--- config.mk ---
export PLATFORM = sky130hd
export DESIGN_NAME = packet_fifo
export DESIGN_NICKNAME = d
export VERILOG_FILES = /design/src/common/mcfifo_pkg.sv /design/src/source/packet_fifo.sv
export VERILOG_INCLUDE_DIRS = /design/src /design/src/common
export SDC_FILE = /design/constraint.sdc
export NUM_CORES = 1
export LEC_CHECK = 0
export BUFFER_PORTS_ARGS = -buffer_cell sky130_fd_sc_hd__buf_2
export CAP_MARGIN = 20
export CELL_PAD_IN_SITES_DETAIL_PLACEMENT = 1
export CELL_PAD_IN_SITES_GLOBAL_PLACEMENT = 2
export CORE_ASPECT_RATIO = 0.75
export CORE_MARGIN = 3
export CORE_UTILIZATION = 51
export CTS_BUF_LIST = sky130_fd_sc_hd__clkbuf_8
export DETAILED_ROUTE_END_ITERATION = 8
export PLACE_DENSITY = 0.82
export REMOVE_ABC_BUFFERS = 1
export SLEW_MARGIN = 20
export SYNTH_ARGS = -nofsm -noshare
export SYNTH_HDL_FRONTEND = slang
export SYNTH_SLANG_ARGS = --single-unit
--- constraint.sdc ---
create_clock -name clk -period 6 [get_ports clk]
set_input_delay 0.6 -clock clk [delete_from_list [all_inputs] [get_ports clk]]
set_output_delay 0.6 -clock clk [all_outputs]
set_load 0.01 [all_outputs]
--- src/common/mcfifo_defs.svh ---
`ifndef MCFIFO_DEFS_SVH
`define MCFIFO_DEFS_SVH

// Channel count of at most 4 as the status nibbles are 4 bits wide
`define MCFIFO_NUM_CHANNELS 4

// Words moved per bus packet
`define MCFIFO_PACKET_WORDS 8

// Words per channel buffer, room for two packets
`define MCFIFO_BUF_DEPTH 16

// Idle cycles after reset before commands are served
`define MCFIFO_RESET_WAIT 16

`endif

--- src/common/mcfifo_pkg.sv ---
`default_nettype none

package mcfifo_pkg;

    // One 32-bit bus word with its byte enables
    typedef struct packed {
        logic [31:0] data;
        logic [3:0]  be;     // One bit per byte lane
    } bus_word_t;

    // Command code carried on be during the command phase
    typedef enum logic [3:0] {
        CMD_READ  = 4'd0,    // Host reads from chip
        CMD_WRITE = 4'd1     // Host writes to chip
    } bus_cmd_e;

    typedef enum logic [3:0] {
        ST_RESET,
        ST_IDLE,
        ST_READ_BTA1,
        ST_READ_BTA2,
        ST_READ_DATA,
        ST_READ_BTA3,
        ST_WRITE_BTA1,
        ST_WRITE_DATA,
        ST_WRITE_BTA2
    } engine_state_e;

    // Running totals kept by each channel sink
    typedef struct packed {
        logic [15:0] words;  // Words drained
        logic [31:0] sum;    // Sum of enabled bytes
    } sink_report_t;

endpackage

`default_nettype wire

--- src/source/packet_fifo.sv ---
`timescale 1ns/100ps
`default_nettype none
`include "mcfifo_defs.svh"

module packet_fifo
    import mcfifo_pkg::*;
#(
    parameter int DEPTH = `MCFIFO_BUF_DEPTH
)
(
    input  wire            clk,
    input  wire            reset,
    input  wire            push,
    input  wire bus_word_t wr_word,
    input  wire            pop,
    output bus_word_t      rd_word,          // Show-ahead head
    output logic           empty,
    output logic           full,
    output logic           packet_ready,     // A whole packet stored
    output logic           packet_space      // Room for a whole packet
);

    localparam int AW        = $clog2(DEPTH);
    localparam int CW        = $clog2(DEPTH + 1);
    localparam int PKT_WORDS = `MCFIFO_PACKET_WORDS;

    bus_word_t     mem [DEPTH];
    logic [AW-1:0] wr_ptr;
    logic [AW-1:0] rd_ptr;
    logic [CW-1:0] count;
    logic          do_push;
    logic          do_pop;

    function automatic logic [AW-1:0] ptr_next(input logic [AW-1:0] ptr);
        return (ptr == AW'(DEPTH - 1)) ? '0 : ptr + 1'b1;
    endfunction

    assign do_push = push && !full;
    assign do_pop  = pop && !empty;

    always_ff @(posedge clk) begin
        if (do_push) begin
            mem[wr_ptr] <= wr_word;
        end
    end

    always_ff @(posedge clk) begin
        if (reset) begin
            wr_ptr <= '0;
            rd_ptr <= '0;
            count  <= '0;
        end else begin
            if (do_push) begin
                wr_ptr <= ptr_next(wr_ptr);
            end
            if (do_pop) begin
                rd_ptr <= ptr_next(rd_ptr);
            end
            case ({do_push, do_pop})
                2'b10:   count <= count + 1'b1;
                2'b01:   count <= count - 1'b1;
                default: count <= count;     // Both or neither
            endcase
        end
    end

    assign rd_word      = mem[rd_ptr];
    assign empty        = (count == '0);
    assign full         = (count == CW'(DEPTH));
    assign packet_ready = (count >= CW'(PKT_WORDS));
    assign packet_space = ((CW'(DEPTH) - count) >= CW'(PKT_WORDS));

endmodule

`default_nettype wire
After elaboration in Yosys (flattened, before gate mapping)
Memories as Yosys holds them, arrays and structs flattened. A register that Yosys moved wholly into a read port is not among the register bits.
Index checks and enable logic that the tools add are counted.
{"block": "totals", "output_inout_bits": 40, "ram_bits": 576, "memories": 1, "register_bits": 13}
{"name": "mem", "depth": 16, "word_bits": 36, "rd": 1, "rd_ports_with_merged_regs": 1, "wr": 1, "line_no": "packet_fifo.sv:27", "text": "bus_word_t mem [DEPTH];"}
{"block": "classes", "mux": 7, "add_sub_neg": 5, "magnitude_cmp": 2, "n_reduce_logical": 6, "eq_ne": 5}
{"operator": "2-to-1 mux 4 bit", "count": 4}
{"operator": "greater-or-equal comparator 5 x 4 -> 1 bit, second input constant", "count": 2}
{"operator": "one-hot mux 5 bit (2 select lines)", "count": 1}
{"operator": "adder 4 x 1 -> 4 bit, second input constant", "count": 2}
{"operator": "equality test 4 bit, second input constant", "count": 2}
{"operator": "adder 5 x 1 -> 5 bit, second input constant", "count": 1}
{"operator": "equality test 5 bit, second input constant", "count": 1}
{"operator": "logical NOT 5 bit", "count": 1}
{"operator": "subtractor 5 x 1 -> 5 bit, second input constant", "count": 1}
{"operator": "subtractor 5 bit, first input constant", "count": 1}
{"operator": "equality test 2 x 1 -> 1 bit, second input constant", "count": 1}
{"operator": "equality test 2 bit, second input constant", "count": 1}
{"operator": "logical AND 1 bit", "count": 2}
{"operator": "logical NOT 1 bit", "count": 2}
{"operator": "2-to-1 mux 1 bit", "count": 2}
{"operator": "nonzero test 2 bit", "count": 1}

Logic depth before layout (Yosys ltp)
Gate-level depths: netlist (run 1).
{"block": "depth", "word_depth": 5, "depth_mapped": 12}

Least setup slack after synthesis (run 1)
Ideal clock, no wire load.
{"block": "synth_timing", "path_type": "register to register", "from": "register count[1]", "to": "memory mem[7][0] (netlist name), enable pin", "path_buffers": 1, "path_stages_with_launch": 7, "t_required_ns": 5.526, "period_less_slack_ns": 4.363, "setup_ns": 0.474, "path_slack_ns": 1.637, "t_arrival_ns": 3.889, "cell_sequence": "dfxtp_1 clkbuf_1 nor4_1 ha_1 nor2b_1 inv_1 nor3_1"}
{"block": "synth_between", "elab_chain_len": 5}
{"element": "start: declaration", "line_no": "packet_fifo.sv:30", "text": "logic [CW-1:0] count;"}
{"element": "start signal: assignment", "line_no": "packet_fifo.sv:60", "text": "2'b10: count <= count + 1'b1;"}
{"element": "start signal: assignment", "line_no": "packet_fifo.sv:61", "text": "2'b01: count <= count - 1'b1;"}
{"element": "start signal: assignment", "line_no": "packet_fifo.sv:62", "text": "default: count <= count;"}
{"element": "equality test 5 bit", "line_no": "packet_fifo.sv:69", "text": "assign full = (count == CW'(DEPTH));"}
{"element": "named net full", "line_no": "packet_fifo.sv:18", "text": "output logic full,"}
{"element": "logical NOT 1 bit", "line_no": "packet_fifo.sv:38", "text": "assign do_push = push && !full;"}
{"element": "logical AND 1 bit", "line_no": "packet_fifo.sv:38"}
{"element": "2-to-1 mux 1 bit", "line_no": "packet_fifo.sv:42", "text": "if (do_push) begin"}
{"element": "2-to-1 mux 1 bit (implied by the code)", "line_no": "packet_fifo.sv:43", "text": "mem[wr_ptr] <= wr_word;"}
{"element": "end: declaration", "line_no": "packet_fifo.sv:27"}
The timed path passes the listed nets, and every way through them passes these cells.

==> impl_results.md, run 1 <==
* Status: finished clean
* Post-synth cell types at 40
* Final setup fails at 0
* Layout Skew at 34.2 ps
* Worst setup EP type: output pin
* Most frequent cell after synthesis: edfxtp_1
* Post-synth top flop: edfxtp_1
* Fin cells at 1791
* Largest net degree at the start of global routing at 131
* Yosys reg bits at 593
* Required time of the critical path at 5400 ps
* Crit share post-route at 0.662
* CTS resizes at 0
* CP Buf/Inv Count at 2
* Max_cap viols at 0
* Cells after Synth at 1013
* Die area at 46800 µm²
* Mapped cell area at 22500 µm²
* Die Y-Extent at 188 µm
* Final core occ at 0.581
* WHS at 327 ps
* CTS tree: done
* Cts hold-fix bufs at 0
* Top post-synthesis cells by area: edfxtp_1, mux4_2, a22oi_1
* Post-route setup TNS at 0 ps
* Static leakage at 8.06 nW
* Max Slew Vio Count at 0
* Largest stage delay, worst path at 870 ps
* WL per Instance at 29.3 µm
* Via density at 6.10
* Setup Buffers After CTS at 0
* Max-slew headroom at the worst pin at 0.322
* PortBufs at 79
* Max Root-Sink Buffers at 3
* Dpl hpwl at 26.4 mm
* Post-Place Cells at 1639
* Share of the synthesized area in the top cell type at 0.768
* I/O Pins at 80
* CP max-delay cell: dfxtp_4
* Initial antenna violation count at 4
* CP delay by family, top: flip-flops
* Gr ovfl total at 0
* Clk_lat worst skew at 650 ps
* Synth Warn # at 0
* Antenna fix cells at 0
* First-pass GRT wire length at 78.2 mm
* Cell Rows at 66
* Reg2Reg Setup Slack at 2700 ps
* Hold Path Class: input pin to register
* CTS Sinks at 593
* Die extent in x at 249 µm
* Yosys top cell by area: edfxtp_1
* Clk slew on worst S/H paths at 70 ps
* Sequential share of the synthesized area at 0.783
* # DRC at 0
* Clock Tree Root: clkbuf_8
* RSZ-0062 raised after global routing: no
* Initial Utilization at 0.518
* Final hold viol count at 0
* Drt first pass iters at 5
* PwrDens at 383 nW/µm²
* WS Path Type: register to output pin
* Crit path launch type: register
* Final ANT Viol Nets at 0
* Worst path cell trace: buf_12 -> mux4_2 -> a22oi_1 -> nand2_1 -> buf_2
* H-tree depth at 3
* 1st-iter DRT viols at 1102
* Fraction of layout cells with a size suffix above 1 at 0.312
* WP data arrival at 3370 ps
* EDFF count, synth at 576
* Worst-Margin Slew at 1020 ps
* Peak supply drop at 0.323 mV
* Gpl congestion at 0.718
* CTS buffer count at 88
* Via count at 10900
* Final nets at 1202
* Total power at 9.67 mW
* GRT Resource Usage Total at 0.229
* Vias in the first global route at 11800
* Detailed Route WL at 52.4 mm
* Synth top cells by count: edfxtp_1, mux4_2, a22oi_1, nand2_1, clkbuf_1
* CP Max Fanout at 82
* Core ar. at 43500 µm²
* Async S/R FF share, synth at 0
* Area Growth Syn to Fin at 12.1%
* Average cell area after synthesis at 22.2 µm²
* Final min period at 3970 ps
* Fmax at 252 MHz
## layout make-up
class / instances / area, µm²
clock buffers: 93 / 1280
clock inverters: 59 / 272
fillers: 3669 / 18300
inverters: 6 / 22.5
multi-input cells: 359 / 4720
flip-flops and latches: 593 / 17600
well taps: 578 / 723
repair buffers: 103 / 601
## worst paths after layout
check	start	endpoint	depth (start not counted)
worst max register to register	count[2]	mem[4][21]	6
worst max-delay path	register	rd_word[34]	5
worst min-delay path	wr_word[18]	mem[3][18]	1
worst min register to register	wr_ptr[1]	wr_ptr[1]	2
## cell families (layout without fill, tap and decap cells)
| family | after synthesis | after routing | synth area share |
|---|---|---|---|
| buf+inv | 61 | 261 | 0.0135 |
| flops | 593 | 593 | 0.783 |
| compound gates | 93 | 93 | 0.0305 |
| fa+ha+maj | 11 | 11 | 0.00611 |
| xor+xnor | 5 | 5 | 0.00194 |
| simple gates | 103 | 103 | 0.0199 |
| mux | 147 | 147 | 0.145 |
## power breakdown
group          internal [mW]  total [mW]  switching, mW
logic                  0.961        1.90          0.940
clock network           1.47        2.96           1.49
registers               4.67        4.81          0.138
total                   7.10        9.67           2.56
## placed cells by master (no fill, tap or decap), drive strengths merged, types with 2 or more instances in the layout
master	Yosys	routed
o21ai	3	3
nor2b	4	4
nor4	2	2
nor2	25	25
a22oi	72	72
clkinv	0	25
xor2	4	4
mux2i	2	2
buf	29	103
ha	11	11
inv	6	39
nand4	2	2
o31a	2	2
mux4	144	144
a21oi	8	8
nand2	51	51
clkbuf	26	93
nand3	2	2
dfxtp	17	17
edfxtp	576	576
or3	2	2
nand2b	4	4
nor3	6	6
## per-layer routing
layer / up-vias / wire [µm] / global-route usage
met4: 8 / 898 / 0.0559
met5: - / 50 / 0
li1: 4557 / - / -
met3: 81 / 3450 / 0.0428
met1: 5878 / 21900 / 0.327
met2: 394 / 26100 / 0.372
## sequential cells by signal, indices dropped and copies added, names as in the netlist, named ones only
register,count
count,5
mem,576
rd_ptr,4
wr_ptr,4
## metrics by stage
stage	instance area, µm²	worst slack (ps)
3_5_place_dp	23700	2580
5_1_grt	25300	1700
6_report	25300	2030
2_1_floorplan	22300	-1500
4_1_cts	25300	1870
3_3_place_gp	23700	2610
No activity file was read; power rests on OpenSTA's default activity.
==> run 2, diff against run 1 <==
- CORE_UTILIZATION: 51 -> 46
- PLACE_DENSITY: 0.82 -> 0.78
- clock period: 6 -> 3.35 ns (I/O delays scaled with it)
==> run 2 against run 1 <==
- first-iteration DRC count rose by 2.4%
- routed wire length rose by 0.41%
- sequential share of layout area decreased by 1.3 points
- largest cell class unchanged
- highest routed layer is now met4
==> impl_results.md, run 2 (synthesis results as in run 1) <==
* Status: finished clean (unchanged)
* Crit share post-route at 0.939
* Gr ovfl total at 0 (unchanged)
* Area Growth Syn to Fin at 14.2% (was 12.1%)
* WP data arrival at 2810 ps (was 3370 ps)
* Clk slew on worst S/H paths at 60 ps (was 70 ps)
* Required time of the critical path at 3010 ps (was 5400 ps)
* Via count at 11000 (was 10900)
* Largest register FFs at 576 (unchanged)
* Vias in the first global route at 11900 (was 11800)
* Placed cell area at 24000 µm² (was 23700 µm²)
* 1st-iter DRT viols at 1128 (was 1102)
* Cell Rows at 69 (was 66)
* Hold Path Class: input pin to register (unchanged)
* Most flop-heavy register: mem (unchanged)
* WHS at 46.3 ps (was 327 ps)
* Fin cells at 1888 (was 1791)
* Commonest cells after routing, fill and taps aside: edfxtp_1, mux4_2, clkbuf_8 (unchanged)
* Max-slew headroom at the worst pin at 0.544 (was 0.322)
* CP Max Fanout at 48 (was 82)
* Max_cap viols at 0 (unchanged)
* FF/Latch Area at 17600 µm² (unchanged)
* I/O Pins at 80 (unchanged)
* Post-Place Cells at 1722 (was 1639)
* Final ANT Viol Nets at 0 (unchanged)
* Fillers at 4211 (was 3669)
* Final nets at 1236 (was 1202)
* Max Root-Sink Buffers at 3 (unchanged)
* Final hold viol count at 0 (unchanged)
* Initial antenna violation count at 1 (was 4)
* Via density at 5.83 (was 6.10)
* WS Path Type: register to output pin (unchanged)
* Die Y-Extent at 198 µm (was 188 µm)
* Footprint of the multi-input gates at 4730 µm² (was 4720 µm²)
* Gpl congestion at 0.697 (was 0.718)
* Initial Utilization at 0.470 (was 0.518)
* Worst setup EP type: output pin (unchanged)
* Post-route setup TNS at 0 ps (unchanged)
* Largest regs: mem x576, count x5 (unchanged)
* CTS Sinks at 593 (unchanged)
* CP max-delay cell: mux4_2 (was dfxtp_4)
* Drt first pass iters at 5 (unchanged)
* Worst-Margin Slew at 682 ps (was 1020 ps)
* Fmax at 318 MHz
* Static leakage at 8.21 nW (was 8.06 nW)
* Crit path launch type: register (unchanged)
* H-tree depth at 3 (unchanged)
* Clock Tree Root: clkbuf_8 (unchanged)
* Final min period at 3150 ps
* Die extent in x at 262 µm (was 249 µm)
* Peak supply drop at 0.488 mV (was 0.323 mV)
* WL per Instance at 27.9 µm (was 29.3 µm)
* PortBufs at 79 (unchanged)
* Largest stage delay, worst path at 560 ps (was 870 ps)
* CTS buffer count at 87 (was 88)
* Detailed Route WL at 52.6 mm (was 52.4 mm)
* Worst path cell trace: buf_12 -> mux4_2 -> a22oi_1 -> nand2_1 -> buf_2 (unchanged)
* Max Slew Vio Count at 0 (unchanged)
* Die area at 51700 µm² (was 46800 µm²)
* Fraction of layout cells with a size suffix above 1 at 0.323 (was 0.312)
* Largest net degree at the start of global routing at 49 (was 131)
* Core ar. at 47900 µm² (was 43500 µm²)
* Dpl hpwl at 28.3 mm (was 26.4 mm)
* CTS tree: done (unchanged)
* Clk_lat worst skew at 670 ps (was 650 ps)
* Final Cell Area at 25700 µm² (was 25300 µm²)
* RSZ-0062 raised after global routing: no (unchanged)
* PwrDens at 678 nW/µm² (was 383 nW/µm²)
* # DRC at 0 (unchanged)
* Final setup fails at 0 (unchanged)
* Most common cell after layout, fill and taps aside: edfxtp_1 (unchanged)
* Layout Skew at 26.8 ps (was 34.2 ps)
* First-pass GRT wire length at 78.5 mm (was 78.2 mm)
* GRT Resource Usage Total at 0.211 (was 0.229)
-- run 2: timing repair --
action	4_1_cts	5_1_grt
hold buffers	13	0
buffers inserted	0	0
gates resized for setup	0	2
endpoints found under the setup margin	0	2
hold endpoints to repair	96	0
-- run 2: critical path, delay by kind of cell (launching register included) --
family          cells  cell delay [ps]
simple gates        1              160
flops               1              510
compound gates      1              320
mux                 1              560
buf+inv             2              560
-- run 2: final cells by class --
class	instances	area share
inverter	6	0.000875
timing repair buffer	138	0.0382
antenna	3	0.000292
tap	639	0.0311
clock inverter	61	0.0127
clock buffer	89	0.0476
multi-input combinational	359	0.184
sequential	593	0.685
-- run 2: layer usage --
layer | vias to the layer above | track usage | part of all wire
li1 | 4629 | - | -
met1 | 5911 | 0.306 | 0.43
met2 | 384 | 0.332 | 0.49
met3 | 81 | 0.0392 | 0.060
met4 | 0 | 0.0589 | 0.019
met5 | - | 0 | 0
-- run 2: report_power, final --
part           total [mW]  switching, mW  internal, mW
combinational        3.59           1.81          1.79
sequential           8.54          0.170          8.36
clock                5.33           2.70          2.63
-- run 2: per-stage QoR --
step / setup slack, ps / utilization / power [mW]
global route: 23.9 / 0.537 / 18.3
finish: 204 / 0.537 / 17.5
CTS: 111 / 0.537 / 17.7
global placement: 383 / 0.502 / 12.2
floorplan: -3880 / - / 10.9
detailed placement: 204 / 0.502 / 12.3
-- run 2: path summary, 6_finish.rpt --
kind / start / endpoint / slack [ps] / cells after the start
worst max register to register: count[2] / count[2] / 460 / 11
worst min-delay path: wr_word[17] / mem[9][17] / 50 / 1
worst max-delay path: register / rd_word[35] / 200 / 5
worst min register to register: rd_ptr[3] / rd_ptr[3] / 510 / 2
==> run 3, diff against run 2 <==
==> constraint.sdc (replaced) <==
create_clock -name clk -period 3.35 [get_ports clk]
set_input_delay 0.8375 -clock clk [delete_from_list [all_inputs] [get_ports clk]]
set_output_delay 0.8375 -clock clk [all_outputs]
set_load 0.01 [all_outputs]
==> run 3 against run 2 <==
- non-clock buffer count is 8 higher
- critical path depth is 1 higher
- worst setup slack worse by 170 ps
- largest power group unchanged
- register-to-register slack better by 40 ps
==> impl_results.md, run 3 (synthesis results as in run 1) <==
* Max-slew headroom at the worst pin at 0.558 (was 0.544)
* Via density at 5.82 (was 5.83)
* WHS at 511 ps (was 46.3 ps)
* Final hold viol count at 0 (unchanged)
* CP Buf/Inv Count at 3 (was 2)
* Worst setup EP type: output pin (unchanged)
* Crit share post-route at 0.989 (was 0.939)
* Largest stage delay, worst path at 520 ps (was 560 ps)
* Fillers at 4158 (was 4211)
* Largest net degree at the start of global routing at 85 (was 49)
* WL per Instance at 28.1 µm (was 27.9 µm)
* Via count at 11000 (about the same)
* Largest regs: mem x576, count x5 (unchanged)
* Dpl hpwl at 28.4 mm (was 28.3 mm)
* Final nets at 1245 (was 1236)
* Cts hold-fix bufs at 0 (was 13)
* CTS buffer count at 88 (was 87)
* Gr ovfl total at 0 (unchanged)
* Most common cell after layout, fill and taps aside: edfxtp_1 (unchanged)
* Area Growth Syn to Fin at 16.8% (was 14.2%)
* I/O Pins at 80 (unchanged)
* Fmax at 302 MHz (was 318 MHz)
* Static leakage at 8.41 nW (was 8.21 nW)
* Largest register FFs at 576 (unchanged)
* Drt first pass iters at 5 (unchanged)
* GRT Resource Usage Total at 0.205 (was 0.211)
* Required time of the critical path at 2510 ps (was 3010 ps)
* PortBufs at 79 (unchanged)
* PwrDens at 689 nW/µm² (was 678 nW/µm²)
* CP max-delay cell: mux4_2 (unchanged)
* Max_cap viols at 0 (unchanged)
* Core ar. at 47900 µm² (unchanged)
* Fin worst setup slack at 36.8 ps (was 204 ps)
* 1st-iter DRT viols at 1099 (was 1128)
* Die Y-Extent at 198 µm (unchanged)
* Most flop-heavy register: mem (unchanged)
* Initial antenna violation count at 4 (was 1)
* Clk slew on worst S/H paths at 60 ps (about the same)
* CTS Sinks at 593 (unchanged)
* Final core occ at 0.549 (was 0.537)
* Final setup fails at 0 (unchanged)
* CP Max Fanout at 8 (was 48)
* Max Slew Vio Count at 0 (unchanged)
* Crit path launch type: register (unchanged)
* Worst path cell trace: buf_12 -> buf_16 -> mux4_2 -> a22oi_2 -> nand2_2 -> buf_2 (was buf_12 -> mux4_2 -> a22oi_1 -> nand2_1 -> buf_2)
* CTS tree: done (unchanged)
* Max Root-Sink Buffers at 3 (unchanged)
* Hold Crit Depth at 2 (was 1)
* RSZ-0062 raised after global routing: yes (was no)
* First-pass GRT wire length at 76.8 mm (was 78.5 mm)
* Detailed Route WL at 53.3 mm (was 52.6 mm)
* WP data arrival at 2480 ps (was 2810 ps)
* HP Start: rd_ptr[3] (was wr_word[17])
* Worst path depth at 6 (was 5)
* Cell Rows at 69 (unchanged)
* Layout Skew at 21.5 ps (was 26.8 ps)
* Reg2Reg Launch Point: count[2] (unchanged)
* WS Path Type: register to output pin (unchanged)
* Fin cells at 1898 (was 1888)
* Die area at 51700 µm² (unchanged)
* Peak supply drop at 0.329 mV (was 0.488 mV)
* Cells on worst reg2reg path at 10 (was 11)
* # DRC at 0 (unchanged)
* Final min period at 3310 ps (was 3150 ps)
* Gpl congestion at 0.720 (was 0.697)
* Vias in the first global route at 11800 (was 11900)
* Hold Path Class: register to register (was input pin to register)
* Die extent in x at 262 µm (unchanged)
* Final ANT Viol Nets at 0 (unchanged)
* Setup WS pre-CTS at 432 ps (was 204 ps)
* Clk_lat worst skew at 640 ps (was 670 ps)
* CP delay by family, top: multiplexers (was buffers and inverters)
* Initial Utilization at 0.470 (unchanged)
* Clock Tree Root: clkbuf_8 (unchanged)
* Status: finished clean (unchanged)
* Commonest cells after routing, fill and taps aside: edfxtp_1, mux4_2, clkbuf_8 (unchanged)
* Post-Place Cells at 1725 (was 1722)
* H-tree depth at 3 (unchanged)
* Fraction of layout cells with a size suffix above 1 at 0.372 (was 0.323)
* Worst-Margin Slew at 662 ps (was 682 ps)
==> run 3: final timing paths <==
path	end	slack, ps
worst max-delay path	rd_word[21]	40
worst min-delay path	register	510
worst min register to register	register	510
worst max register to register	count[4]	500
==> run 3: repair_timing <==
item | 4_1_cts | 5_1_grt
setup buffers | 4 | 3
gates resized for setup | 5 | 53
gates cloned | 1 | 10
endpoints found under the setup margin | 36 | 33
pin swaps | 0 | 5
endpoints found under the hold margin | 0 | 0
==> run 3: layout make-up <==
type | instances | area, µm² | area share
diodes | 1 | 2.50 | 0.0000951
clock buffers | 93 | 1280 | 0.0486
clock inverters | 61 | 262 | 0.00994
inverters | 6 | 22.5 | 0.000856
multi-input cells | 359 | 4920 | 0.187
flip-flops and latches | 593 | 17600 | 0.671
well taps | 639 | 800 | 0.0304
repair buffers | 146 | 1380 | 0.0525
==> run 3: stage by stage <==
step | instance area [µm²] | setup TNS, ps | power, mW
2_1_floorplan | 22300 | -324100 | 10.9
3_3_place_gp | 24200 | 0 | 12.3
3_5_place_dp | 24200 | 0 | 12.4
4_1_cts | 25800 | -209 | 17.7
5_1_grt | 26300 | -542 | 19.0
6_report | 26300 | 0 | 18.1
==> run 3: routing by layer <==
metal,part of all wire,up-vias,track usage
met5,0.00039,-,0
met4,0.018,4,0.0497
met3,0.059,90,0.0425
met2,0.49,355,0.324
met1,0.43,5945,0.299
li1,-,4647,-
==> run 3: power by group <==
group          switching (mW)  internal (mW)
sequential              0.120           8.36
clock                    2.66           2.56
combinational            2.11           2.31
==> run 3: worst min-delay path: stages (launching register included) <==
cell and delay [ps]:
dfxtp_1 310, o21ai_0 70, a21oi_1 70
